File: config.mk
export PLATFORM = sky130hd
export DESIGN_NAME = fetch_subsystem
export DESIGN_NICKNAME = d
export VERILOG_FILES = /design/src/source/fetch_pkg.sv /design/src/source/fetch_subsystem.sv /design/src/source/icache.sv /design/src/source/mem_arbiter.sv /design/src/source/next_line_prefetcher.sv /design/src/source/prefetch_regs.sv
export SDC_FILE = /design/constraint.sdc
export NUM_CORES = 2
export LEC_CHECK = 0
export CAP_MARGIN = 20
export CORE_ASPECT_RATIO = 1.75
export CORE_MARGIN = 1.5
export CORE_UTILIZATION = 50
export DETAILED_ROUTE_END_ITERATION = 8
export DONT_BUFFER_PORTS = 1
export HOLD_SLACK_MARGIN = 0.15
export PLACE_DENSITY = 0.68
export SYNTH_ARGS = -nofsm -noshare
export SYNTH_HDL_FRONTEND = slang
export SYNTH_SLANG_ARGS = --single-unit
File: constraint.sdc
create_clock -name clk -period 23.9 [get_ports clk]
set_input_delay 3.585 -clock clk [delete_from_list [all_inputs] [get_ports clk]]
set_output_delay 3.585 -clock clk [all_outputs]
set_load 0.05 [all_outputs]
File: src/source/fetch_pkg.sv
package fetch_pkg;

    // cache line geometry
    localparam int line_bits   = 256;
    localparam int line_bytes  = line_bits / 8;
    localparam int offset_bits = $clog2(line_bytes);

    // direct-mapped organisation
    localparam int num_sets   = 8;
    localparam int index_bits = $clog2(num_sets);
    localparam int tag_bits   = 32 - index_bits - offset_bits;

    // register map of the prefetch control block
    localparam logic [1:0] reg_ctrl           = 2'd0;
    localparam logic [1:0] reg_demand_count   = 2'd1;
    localparam logic [1:0] reg_prefetch_count = 2'd2;

    typedef logic [line_bits-1:0] line_t;

    // line request toward memory with a line-aligned address
    typedef struct packed {
        logic        read;
        logic [31:0] address;
    } mem_req_t;

    // one-cycle start pulses for the statistics counters
    typedef struct packed {
        logic demand_start;
        logic prefetch_start;
    } fetch_stats_t;

endpackage

File: src/source/fetch_subsystem.sv
`timescale 1ns/100ps

module fetch_subsystem (
    input  logic                clk,
    input  logic                rst,
    // cpu fetch port
    input  logic [31:0]         imem_address,
    input  logic                imem_read,
    output fetch_pkg::line_t    imem_rdata,
    output logic                imem_resp,
    input  logic                branch_taken,
    // data read port
    input  logic                dmem_read,
    input  logic [31:0]         dmem_address,
    output fetch_pkg::line_t    dmem_rdata,
    output logic                dmem_resp,
    // register port
    input  logic                cfg_write,
    input  logic [1:0]          cfg_addr,
    input  logic [31:0]         cfg_wdata,
    output logic [31:0]         cfg_rdata,
    // memory port
    output fetch_pkg::mem_req_t mem_req,
    input  logic                mem_resp,
    input  fetch_pkg::line_t    mem_rdata
);

    logic [31:0]             icmem_address;
    logic                    icmem_read;
    fetch_pkg::line_t        icmem_rdata;
    logic                    icmem_resp;
    fetch_pkg::mem_req_t     fill_req;
    logic                    fill_resp;
    fetch_pkg::line_t        fill_rdata;
    logic                    arbiter_idle;
    logic                    prefetch_enable;
    fetch_pkg::fetch_stats_t stats;

    next_line_prefetcher i_next_line_prefetcher (
        .clk             (clk),
        .rst             (rst),
        .imem_address    (imem_address),
        .imem_read       (imem_read),
        .imem_rdata      (imem_rdata),
        .imem_resp       (imem_resp),
        .icmem_rdata     (icmem_rdata),
        .icmem_resp      (icmem_resp),
        .icmem_address   (icmem_address),
        .icmem_read      (icmem_read),
        .branch_taken    (branch_taken),
        .arbiter_idle    (arbiter_idle),
        .prefetch_enable (prefetch_enable),
        .stats           (stats)
    );

    prefetch_regs i_prefetch_regs (
        .clk             (clk),
        .rst             (rst),
        .cfg_write       (cfg_write),
        .cfg_addr        (cfg_addr),
        .cfg_wdata       (cfg_wdata),
        .cfg_rdata       (cfg_rdata),
        .stats           (stats),
        .prefetch_enable (prefetch_enable)
    );

    icache i_icache (
        .clk           (clk),
        .rst           (rst),
        .icmem_address (icmem_address),
        .icmem_read    (icmem_read),
        .icmem_rdata   (icmem_rdata),
        .icmem_resp    (icmem_resp),
        .fill_req      (fill_req),
        .fill_resp     (fill_resp),
        .fill_rdata    (fill_rdata)
    );

    mem_arbiter i_mem_arbiter (
        .clk          (clk),
        .rst          (rst),
        .fill_req     (fill_req),
        .fill_resp    (fill_resp),
        .fill_rdata   (fill_rdata),
        .dmem_read    (dmem_read),
        .dmem_address (dmem_address),
        .dmem_rdata   (dmem_rdata),
        .dmem_resp    (dmem_resp),
        .mem_req      (mem_req),
        .mem_resp     (mem_resp),
        .mem_rdata    (mem_rdata),
        .arbiter_idle (arbiter_idle)
    );

endmodule

File: src/source/icache.sv
`timescale 1ns/100ps

module icache (
    input  logic                clk,
    input  logic                rst,
    input  logic [31:0]         icmem_address,
    input  logic                icmem_read,
    output fetch_pkg::line_t    icmem_rdata,
    output logic                icmem_resp,
    output fetch_pkg::mem_req_t fill_req,
    input  logic                fill_resp,
    input  fetch_pkg::line_t    fill_rdata
);

    typedef enum logic [1:0] {
        idle,
        lookup,
        fill,
        respond
    } state_t;

    state_t state, next_state;

    logic [31:0] addr_q;

    // line storage
    logic [fetch_pkg::num_sets-1:0] valid_q;
    logic [fetch_pkg::tag_bits-1:0] tag_q [fetch_pkg::num_sets];
    fetch_pkg::line_t               data_q [fetch_pkg::num_sets];

    logic [fetch_pkg::index_bits-1:0] index;
    logic [fetch_pkg::tag_bits-1:0]   tag;
    logic                             hit;

    assign index = addr_q[fetch_pkg::offset_bits +: fetch_pkg::index_bits];
    assign tag   = addr_q[31 -: fetch_pkg::tag_bits];
    assign hit   = valid_q[index] && (tag_q[index] == tag);

    always_comb begin
        next_state = state;
        case (state)
            idle: begin
                if (icmem_read) next_state = lookup;
            end
            lookup: begin
                if (hit) begin
                    next_state = idle;
                end else begin
                    next_state = fill;
                end
            end
            fill: begin
                if (fill_resp) next_state = respond;
            end
            respond: next_state = idle;
            default: next_state = idle;
        endcase
    end

    always_ff @(posedge clk) begin
        if (rst) begin
            state <= idle;
        end else begin
            state <= next_state;
        end
    end

    // request address captured as the lookup starts
    always_ff @(posedge clk) begin
        if (state == idle && icmem_read) begin
            addr_q <= icmem_address;
        end
    end

    always_ff @(posedge clk) begin
        if (rst) begin
            valid_q <= '0;
        end else if (state == fill && fill_resp) begin
            valid_q[index] <= 1'b1;
        end
    end

    // tag and line written together when the fill returns
    always_ff @(posedge clk) begin
        if (state == fill && fill_resp) begin
            tag_q[index]  <= tag;
            data_q[index] <= fill_rdata;
        end
    end

    // hit answers from lookup and a miss one cycle after the fill
    assign icmem_resp  = (state == lookup && hit) || (state == respond);
    assign icmem_rdata = data_q[index];

    assign fill_req = '{
        read:    (state == fill),
        address: {addr_q[31:fetch_pkg::offset_bits], {fetch_pkg::offset_bits{1'b0}}}
    };

endmodule

File: src/source/mem_arbiter.sv
`timescale 1ns/100ps

module mem_arbiter (
    input  logic                clk,
    input  logic                rst,
    // cache fill side
    input  fetch_pkg::mem_req_t fill_req,
    output logic                fill_resp,
    output fetch_pkg::line_t    fill_rdata,
    // data read side
    input  logic                dmem_read,
    input  logic [31:0]         dmem_address,
    output fetch_pkg::line_t    dmem_rdata,
    output logic                dmem_resp,
    // toward memory
    output fetch_pkg::mem_req_t mem_req,
    input  logic                mem_resp,
    input  fetch_pkg::line_t    mem_rdata,
    output logic                arbiter_idle
);

    typedef enum logic [1:0] {
        owner_none,
        owner_fill,
        owner_data
    } owner_t;

    owner_t      owner;
    logic [31:0] addr_q;

    // grant only from idle, data port has priority
    always_ff @(posedge clk) begin
        if (rst) begin
            owner <= owner_none;
        end else begin
            case (owner)
                owner_none: begin
                    if (dmem_read) begin
                        owner <= owner_data;
                    end else if (fill_req.read) begin
                        owner <= owner_fill;
                    end
                end
                default: begin
                    if (mem_resp) owner <= owner_none;
                end
            endcase
        end
    end

    always_ff @(posedge clk) begin
        if (owner == owner_none) begin
            if (dmem_read) begin
                addr_q <= dmem_address;
            end else if (fill_req.read) begin
                addr_q <= fill_req.address;
            end
        end
    end

    assign mem_req = '{read: (owner != owner_none), address: addr_q};

    // return path steered to whoever holds the grant
    assign fill_resp  = mem_resp && (owner == owner_fill);
    assign dmem_resp  = mem_resp && (owner == owner_data);
    assign fill_rdata = mem_rdata;
    assign dmem_rdata = mem_rdata;

    assign arbiter_idle = (owner == owner_none) && !fill_req.read && !dmem_read;

endmodule

File: src/source/next_line_prefetcher.sv
`timescale 1ns/100ps

module next_line_prefetcher (
    input  logic                    clk,
    input  logic                    rst,
    // cpu fetch port
    input  logic [31:0]             imem_address,
    input  logic                    imem_read,
    output fetch_pkg::line_t        imem_rdata,
    output logic                    imem_resp,
    // toward the instruction cache
    input  fetch_pkg::line_t        icmem_rdata,
    input  logic                    icmem_resp,
    output logic [31:0]             icmem_address,
    output logic                    icmem_read,
    input  logic                    branch_taken,
    input  logic                    arbiter_idle,
    input  logic                    prefetch_enable,
    output fetch_pkg::fetch_stats_t stats
);

    typedef enum logic [1:0] {
        idle,
        serve,
        prefetch
    } state_t;

    state_t state, next_state;

    logic [31:0] last_line;
    logic [31:0] last_pf_line;
    logic        last_pf_valid;
    logic        inhibit;
    logic [31:0] demand_line;
    logic [31:0] pf_address;
    logic        repeat_line;
    logic        demand_go;
    logic        prefetch_go;

    assign demand_line = {imem_address[31:fetch_pkg::offset_bits],
                          {fetch_pkg::offset_bits{1'b0}}};

    // next-line target
    assign pf_address = last_line + fetch_pkg::line_bytes;

    // this line was already prefetched once
    assign repeat_line = last_pf_valid && (pf_address == last_pf_line);

    assign demand_go   = (state == idle) && imem_read;
    assign prefetch_go = (state == idle) && !imem_read && prefetch_enable && arbiter_idle &&
                         !inhibit && !repeat_line;

    assign stats = '{demand_start: demand_go, prefetch_start: prefetch_go};

    // the cpu only sees data of its own fetches
    assign imem_rdata = icmem_rdata;

    always_comb begin
        next_state = state;
        case (state)
            idle: begin
                if (demand_go) begin
                    next_state = serve;
                end else if (prefetch_go) begin
                    next_state = prefetch;
                end
            end
            serve: begin
                if (icmem_resp) next_state = idle;
            end
            prefetch: begin
                if (icmem_resp) next_state = idle;
            end
            default: next_state = idle;
        endcase
    end

    always_comb begin
        icmem_read    = 1'b0;
        icmem_address = imem_address;
        imem_resp     = 1'b0;
        case (state)
            idle: begin
                // start the cache read in the same cycle the decision is made
                if (demand_go) begin
                    icmem_read = 1'b1;
                end else if (prefetch_go) begin
                    icmem_read    = 1'b1;
                    icmem_address = pf_address;
                end
            end
            serve: begin
                icmem_read = 1'b1;
                imem_resp  = icmem_resp;
            end
            prefetch: begin
                // response swallowed so the cpu never sees it
                icmem_read    = 1'b1;
                icmem_address = pf_address;
            end
            default: ;
        endcase
    end

    always_ff @(posedge clk) begin
        if (rst) begin
            state         <= idle;
            inhibit       <= 1'b1;
            last_pf_valid <= 1'b0;
        end else begin
            state <= next_state;
            if (branch_taken || (state == prefetch && icmem_resp)) begin
                inhibit <= 1'b1;
            end else if (demand_go) begin
                inhibit <= 1'b0;
            end
            if (state == prefetch && icmem_resp) last_pf_valid <= 1'b1;
        end
    end

    always_ff @(posedge clk) begin
        if (state == serve && icmem_resp) begin
            last_line <= demand_line;
        end else if (state == prefetch && icmem_resp) begin
            last_line    <= pf_address;
            last_pf_line <= pf_address;
        end
    end

endmodule

File: src/source/prefetch_regs.sv
`timescale 1ns/100ps

module prefetch_regs (
    input  logic                    clk,
    input  logic                    rst,
    input  logic                    cfg_write,
    input  logic [1:0]              cfg_addr,
    input  logic [31:0]             cfg_wdata,
    output logic [31:0]             cfg_rdata,
    input  fetch_pkg::fetch_stats_t stats,
    output logic                    prefetch_enable
);

    logic [31:0] demand_count;
    logic [31:0] prefetch_count;

    // enable comes up set
    always_ff @(posedge clk) begin
        if (rst) begin
            prefetch_enable <= 1'b1;
        end else if (cfg_write && cfg_addr == fetch_pkg::reg_ctrl) begin
            prefetch_enable <= cfg_wdata[0];
        end
    end

    // saturating counters cleared by any write
    always_ff @(posedge clk) begin
        if (rst) begin
            demand_count   <= '0;
            prefetch_count <= '0;
        end else begin
            if (cfg_write && cfg_addr == fetch_pkg::reg_demand_count) begin
                demand_count <= '0;
            end else if (stats.demand_start && demand_count != '1) begin
                demand_count <= demand_count + 32'd1;
            end
            if (cfg_write && cfg_addr == fetch_pkg::reg_prefetch_count) begin
                prefetch_count <= '0;
            end else if (stats.prefetch_start && prefetch_count != '1) begin
                prefetch_count <= prefetch_count + 32'd1;
            end
        end
    end

    always_comb begin
        case (cfg_addr)
            fetch_pkg::reg_ctrl:           cfg_rdata = {31'd0, prefetch_enable};
            fetch_pkg::reg_demand_count:   cfg_rdata = demand_count;
            fetch_pkg::reg_prefetch_count: cfg_rdata = prefetch_count;
            default:                       cfg_rdata = '0;
        endcase
    end

endmodule

Word-level counts from Yosys, hierarchy flattened. Memories as Yosys holds them, arrays and structs flattened. A register that Yosys moved wholly into a read port is not among the register bits. Index checks and enable logic that the tools add are counted.

Register bits after elaboration: 209. Bits in writable memories: 2240. Logic and storage cells: 120. Memories kept: 2.

$add $sub $neg: 3. Magnitude comparators: 2. Equality and inequality tests: 18. Multiplexer cells: 32. Bitwise logic cells: 2. Reduce and logical (&&, ||, !) cells: 47.

Memories: i_icache.data_q (words 8, bits a word 256, read ports 1, clocked after memory_dff 1, wr ports 1, line icache.sv:29) `fetch_pkg::line_t data_q [fetch_pkg::num_sets];`; i_icache.tag_q (words 8, bits a word 24, read ports 1, clocked after memory_dff 1, wr ports 1, line icache.sv:28) `logic [fetch_pkg::tag_bits-1:0] tag_q [fetch_pkg::num_sets];`.

Operators with widths (count): 2-to-1 mux 32 bit (6); one-hot mux 32 bit (3 select lines) (1); adder 32 x 1 -> 32 bit (second input constant) (2); != test 32 bit (second input constant) (2); one-hot mux 32 bit (2 select lines) (1); adder 32 x 6 -> 32 bit (second input constant) (1); == test 32 bit (1); == test 24 bit (1); logical AND 1 bit (23); 2-to-1 mux 2 bit (10); == test 2 bit (second input constant) (5); AND reduction 2 bit (5); == test 2 x 1 -> 1 bit (second input constant) (4); zero test 2 bit (4); OR 8 bit (1); one-hot mux 2 bit (4 select lines) (1); nonzero test 2 bit (4); OR reduction 2 bit (4); 2-to-1 mux 1 bit (7); 2-to-1 mux 3 bit (2); zero test 1 bit (5); < comparator 3 x 4 -> 1 bit (second input constant) (1); != test 2 x 1 -> 1 bit (second input constant) (2); one-hot mux 2 bit (2 select lines) (1); 9 further kinds (10).

Longest topological paths before layout.
Depth after elaboration: 12. Gate-level depth with buffers: 15. Gate-level depth less buffers: 11.

Cells and area by module. Synthesis repeated with hierarchy kept, for this count alone.

Cell total of the unflattened synthesis: 5182. Area total of the unflattened synthesis: 101293.4 µm².

Modules (own cells, without submodules): icache (instances 1, cells an instance 3399, area an instance 85538.3 µm²); next_line_prefetcher (instances 1, cells an instance 735, area an instance 6696.4 µm²); mem_arbiter (instances 1, cells an instance 595, area an instance 5307.6 µm²); prefetch_regs (instances 1, cells an instance 453, area an instance 3751.1 µm²).

Least setup slack after synthesis. Ideal clock, no wire load.

Path type: input to register. From: input mem_resp. To: memory i_icache.data_q[2][0] (netlist bit) (enable). Library setup time: 1266 ps. Arrival time: 22839 ps. Required time: 22634 ps. Setup slack: -205 ps. Stages on the path: 4. Path buffers: 0. Path through: nand2_1 -> nor3_1 -> nand2_1 -> nor3_1.

Word-level cells in the longest chain between the ends: 4.

Ends and longest elaborated chain: start: declaration (line fetch_subsystem.sv:24) `input logic mem_resp,`; logical AND 1 bit (line mem_arbiter.sv:64) `assign fill_resp = mem_resp && (owner == owner_fill);`; logical AND 1 bit (line icache.sv:85) `if (state == fill && fill_resp) begin`; 2-to-1 mux 1 bit (line icache.sv:85); 2-to-1 mux 1 bit (implied by the code) (line icache.sv:87) `data_q[index] <= fill_rdata;`; end: declaration (line icache.sv:29).

No other way between the ends.

==> results_dict.tcl <==
set metrics [dict create \
    power.leakage_nw 32.1 \
    pin_count 940 \
    grt_overflow 0 \
    yosysSeqAreaShare 0.751 \
    cp_max_fo 56 \
    setup-violations-final 0 \
    initial_core_util 0.502 \
    clk_latency_ns 0.83 \
    yosysMostFrequentCell "edfxtp_1" \
    gp_congestion 0.876 \
    hold_ws_ns 0.474 \
    fin_skew_ns 0.0436 \
    postSynthAreaPerCell_um2 21.3 \
    arrival_ns 6.39 \
    yosysTopAreaCell "edfxtp_1" \
    setup_ws_ns 13.93 \
    synth_warnings 0 \
    fin_crit_ns 9.97 \
    grt_pass1_wl_um 300000 \
    area_growth_pct 8.09 \
    cap_viol_max_count 0 \
    clock_sinks 2437 \
    antenna_found_initial 7 \
    cp.required_ns 20.32 \
    post-route-drc-count 0 \
    synth_ff_type "edfxtp_1" \
    period_share 0.417 \
    ir_drop_mv 0.0792 \
    synthCells 4528 \
    pre_cts_ws_ns 14.78 \
    yosysUniqueCellTypes 74 \
    cts_tree "yes" \
    dieArea_mm2 0.195 \
    async_flop_share 0 \
    drive_above_1_share 0.282 \
    tns_ns 0 \
    drtAntennaViolNets 0 \
    synth_nets 4896 \
    fp-row-count 213 \
    ys_top_cells_by_area "edfxtp_1 73%, mux4_2 13%, mux2_2 3.6%" \
    rsz0062_at_grt "no" \
    hold_buffers 0 \
    cts-root-buf "clkbuf_16" \
    p_per_area_mw_per_mm2 96.4 \
    die_h_um 584 \
    drt-initial-drc-count 3036 \
    fmax_mhz 100 \
    power_mw 10.0 \
    final_nets 4724 \
    path_class "flip-flop to output port" \
    fillCellCount 14333 \
    synth_common_cells "2353 x edfxtp_1, 556 x mux4_2, 310 x mux2_2, 259 x buf_4, 110 x clkbuf_1" \
    synth_area_mm2 0.0963 \
    vias 42546 \
    cts_max_path_buffers 4 \
    drtPass1Iterations 5 \
    cts.repair.resized 0 \
    status "finished clean" \
    postCtsSetupRepairBufs 0 \
    grt_pass1_vias 45054 \
    htreeDepth 4 \
    drv_slew 0 \
    hold_violations 0 \
    clkTransAtPathRegs_ns 0.07 \
    grt_max_degree 145 \
    synth_edf_count 2353 \
    crit_path_start_kind "flip-flop" \
    slew_headroom 0.196 \
    viasPerCell 6.08 \
    end_kind "output port" \
    avgRoutedWirePerCell_um 29.5 \
    wirelength_um 206000 \
    synthDominantCellAreaShare 0.734 \
    post-dp-hpwl_um 121000 \
    port_buffers 0 \
    min_path_type "flip-flop to flip-flop" \
    ys_seq_elements 2437 \
    worst_pin_slew_ns 1.21 \
    dieWidth_um 335 \
    grt_usage 0.209 \
    cts_buffers 213 \
    design.core.area_mm2 0.192 \
]
## report_power, final
| part | switching (mW) | total (mW) | internal [mW] |
|---|---|---|---|
| clock | 1.47 | 3.32 | 1.85 |
| sequential | 0.0903 | 4.81 | 4.72 |
| combinational | 1.26 | 1.91 | 0.647 |
## registers in the layout, summed over array words and instances (netlist names), named ones only
register                              flops
i_prefetch_regs.demand_count             32
i_icache.addr_q                          27
i_next_line_prefetcher.last_line         27
i_icache.valid_q                          8
i_prefetch_regs.prefetch_count           32
i_mem_arbiter.owner                       2
i_icache.tag_q                          192
i_icache.data_q                        2048
i_prefetch_regs.prefetch_enable           1
i_next_line_prefetcher.inhibit            1
i_mem_arbiter.addr_q                     32
i_icache.state                            1
i_next_line_prefetcher.state              2
i_next_line_prefetcher.last_pf_line      27
i_next_line_prefetcher.last_pf_valid      1
## path summary, 6_finish.rpt
kind              depth (start not counted)                                      to  slack, ns           startpoint
hold / removal                            2                     i_icache.valid_q[1]       0.47  i_icache.valid_q[1]
setup reg to reg                         11  i_next_line_prefetcher.last_pf_line[6]      17.62            flip-flop
hold reg to reg                           2                     i_icache.valid_q[1]       0.47  i_icache.valid_q[1]
setup / recovery                         10                               imem_resp      13.93            flip-flop
## area by class of cell
| type | instances | area (µm²) | share of cell area |
|---|---|---|---|
| Tap cell | 2472 | 3090 | 0.0297 |
| Sequential cell | 2437 | 72400 | 0.695 |
| Multi-Input combinational cell | 1599 | 21200 | 0.204 |
| Antenna cell | 2 | 5.00 | 0.0000481 |
| Clock inverter | 123 | 1130 | 0.0109 |
| Inverter | 23 | 86.3 | 0.000829 |
| Timing Repair Buffer | 82 | 736 | 0.00707 |
| Clock buffer | 255 | 5520 | 0.0530 |
## through the flow
step	utilization	std cells	cell area (µm²)
4_1_cts	0.542	6989	104000
5_1_grt	0.543	6993	104000
2_1_floorplan	-	4528	96300
6_report	0.543	6993	104000
3_5_place_dp	0.508	6611	97400
3_3_place_gp	0.508	6609	97400
## cell families after synthesis
group | share of synthesized area
flip-flops | 0.751
AND/OR/NAND/NOR | 0.0218
XOR/XNOR | 0.0109
multiplexers | 0.173
AO/OA/AOI/OAI | 0.0123
adder cells (fa/ha/maj) | 0.000909
buffers and inverters | 0.0300
## worst max-delay path, stage by stage, from the launching register on
cell,delay (ns)
dfxtp_4,0.93
buf_4,0.82
buf_4,0.82
mux4_2,0.43
mux2i_1,0.20
xnor2_1,0.09
nor3_1,0.95
and3_1,0.29
a32oi_1,0.27
nor2_4,0.16
buf_4,0.49
## cell usage in the layout (no fill, tap or decap), types with 19 or more instances in the layout
master	n
edfxtp_1	2353
mux4_2	556
mux2_2	310
clkbuf_16	214
nor2_1	89
dfxtp_1	81
buf_4	73
xor2_1	66
mux2i_1	62
clkinv_1	56
nand2_1	55
o21ai_0	47
xnor2_1	46
nand3_1	44
clkbuf_1	40
clkinv_2	32
a22o_1	31
and3_1	28
a22oi_1	27
a21oi_1	24
inv_1	23
nand4_1	22
bufinv_16	19
## routing by layer
layer  up-vias  GRT usage  routed length (µm)
li1      17966          -                   -
met1     22630      0.244               74700
met2      1538      0.367              106000
met3       406     0.0619               17700
met4         6     0.0734                7340
met5         -          0                  46
(Power assumes the default switching activity.)
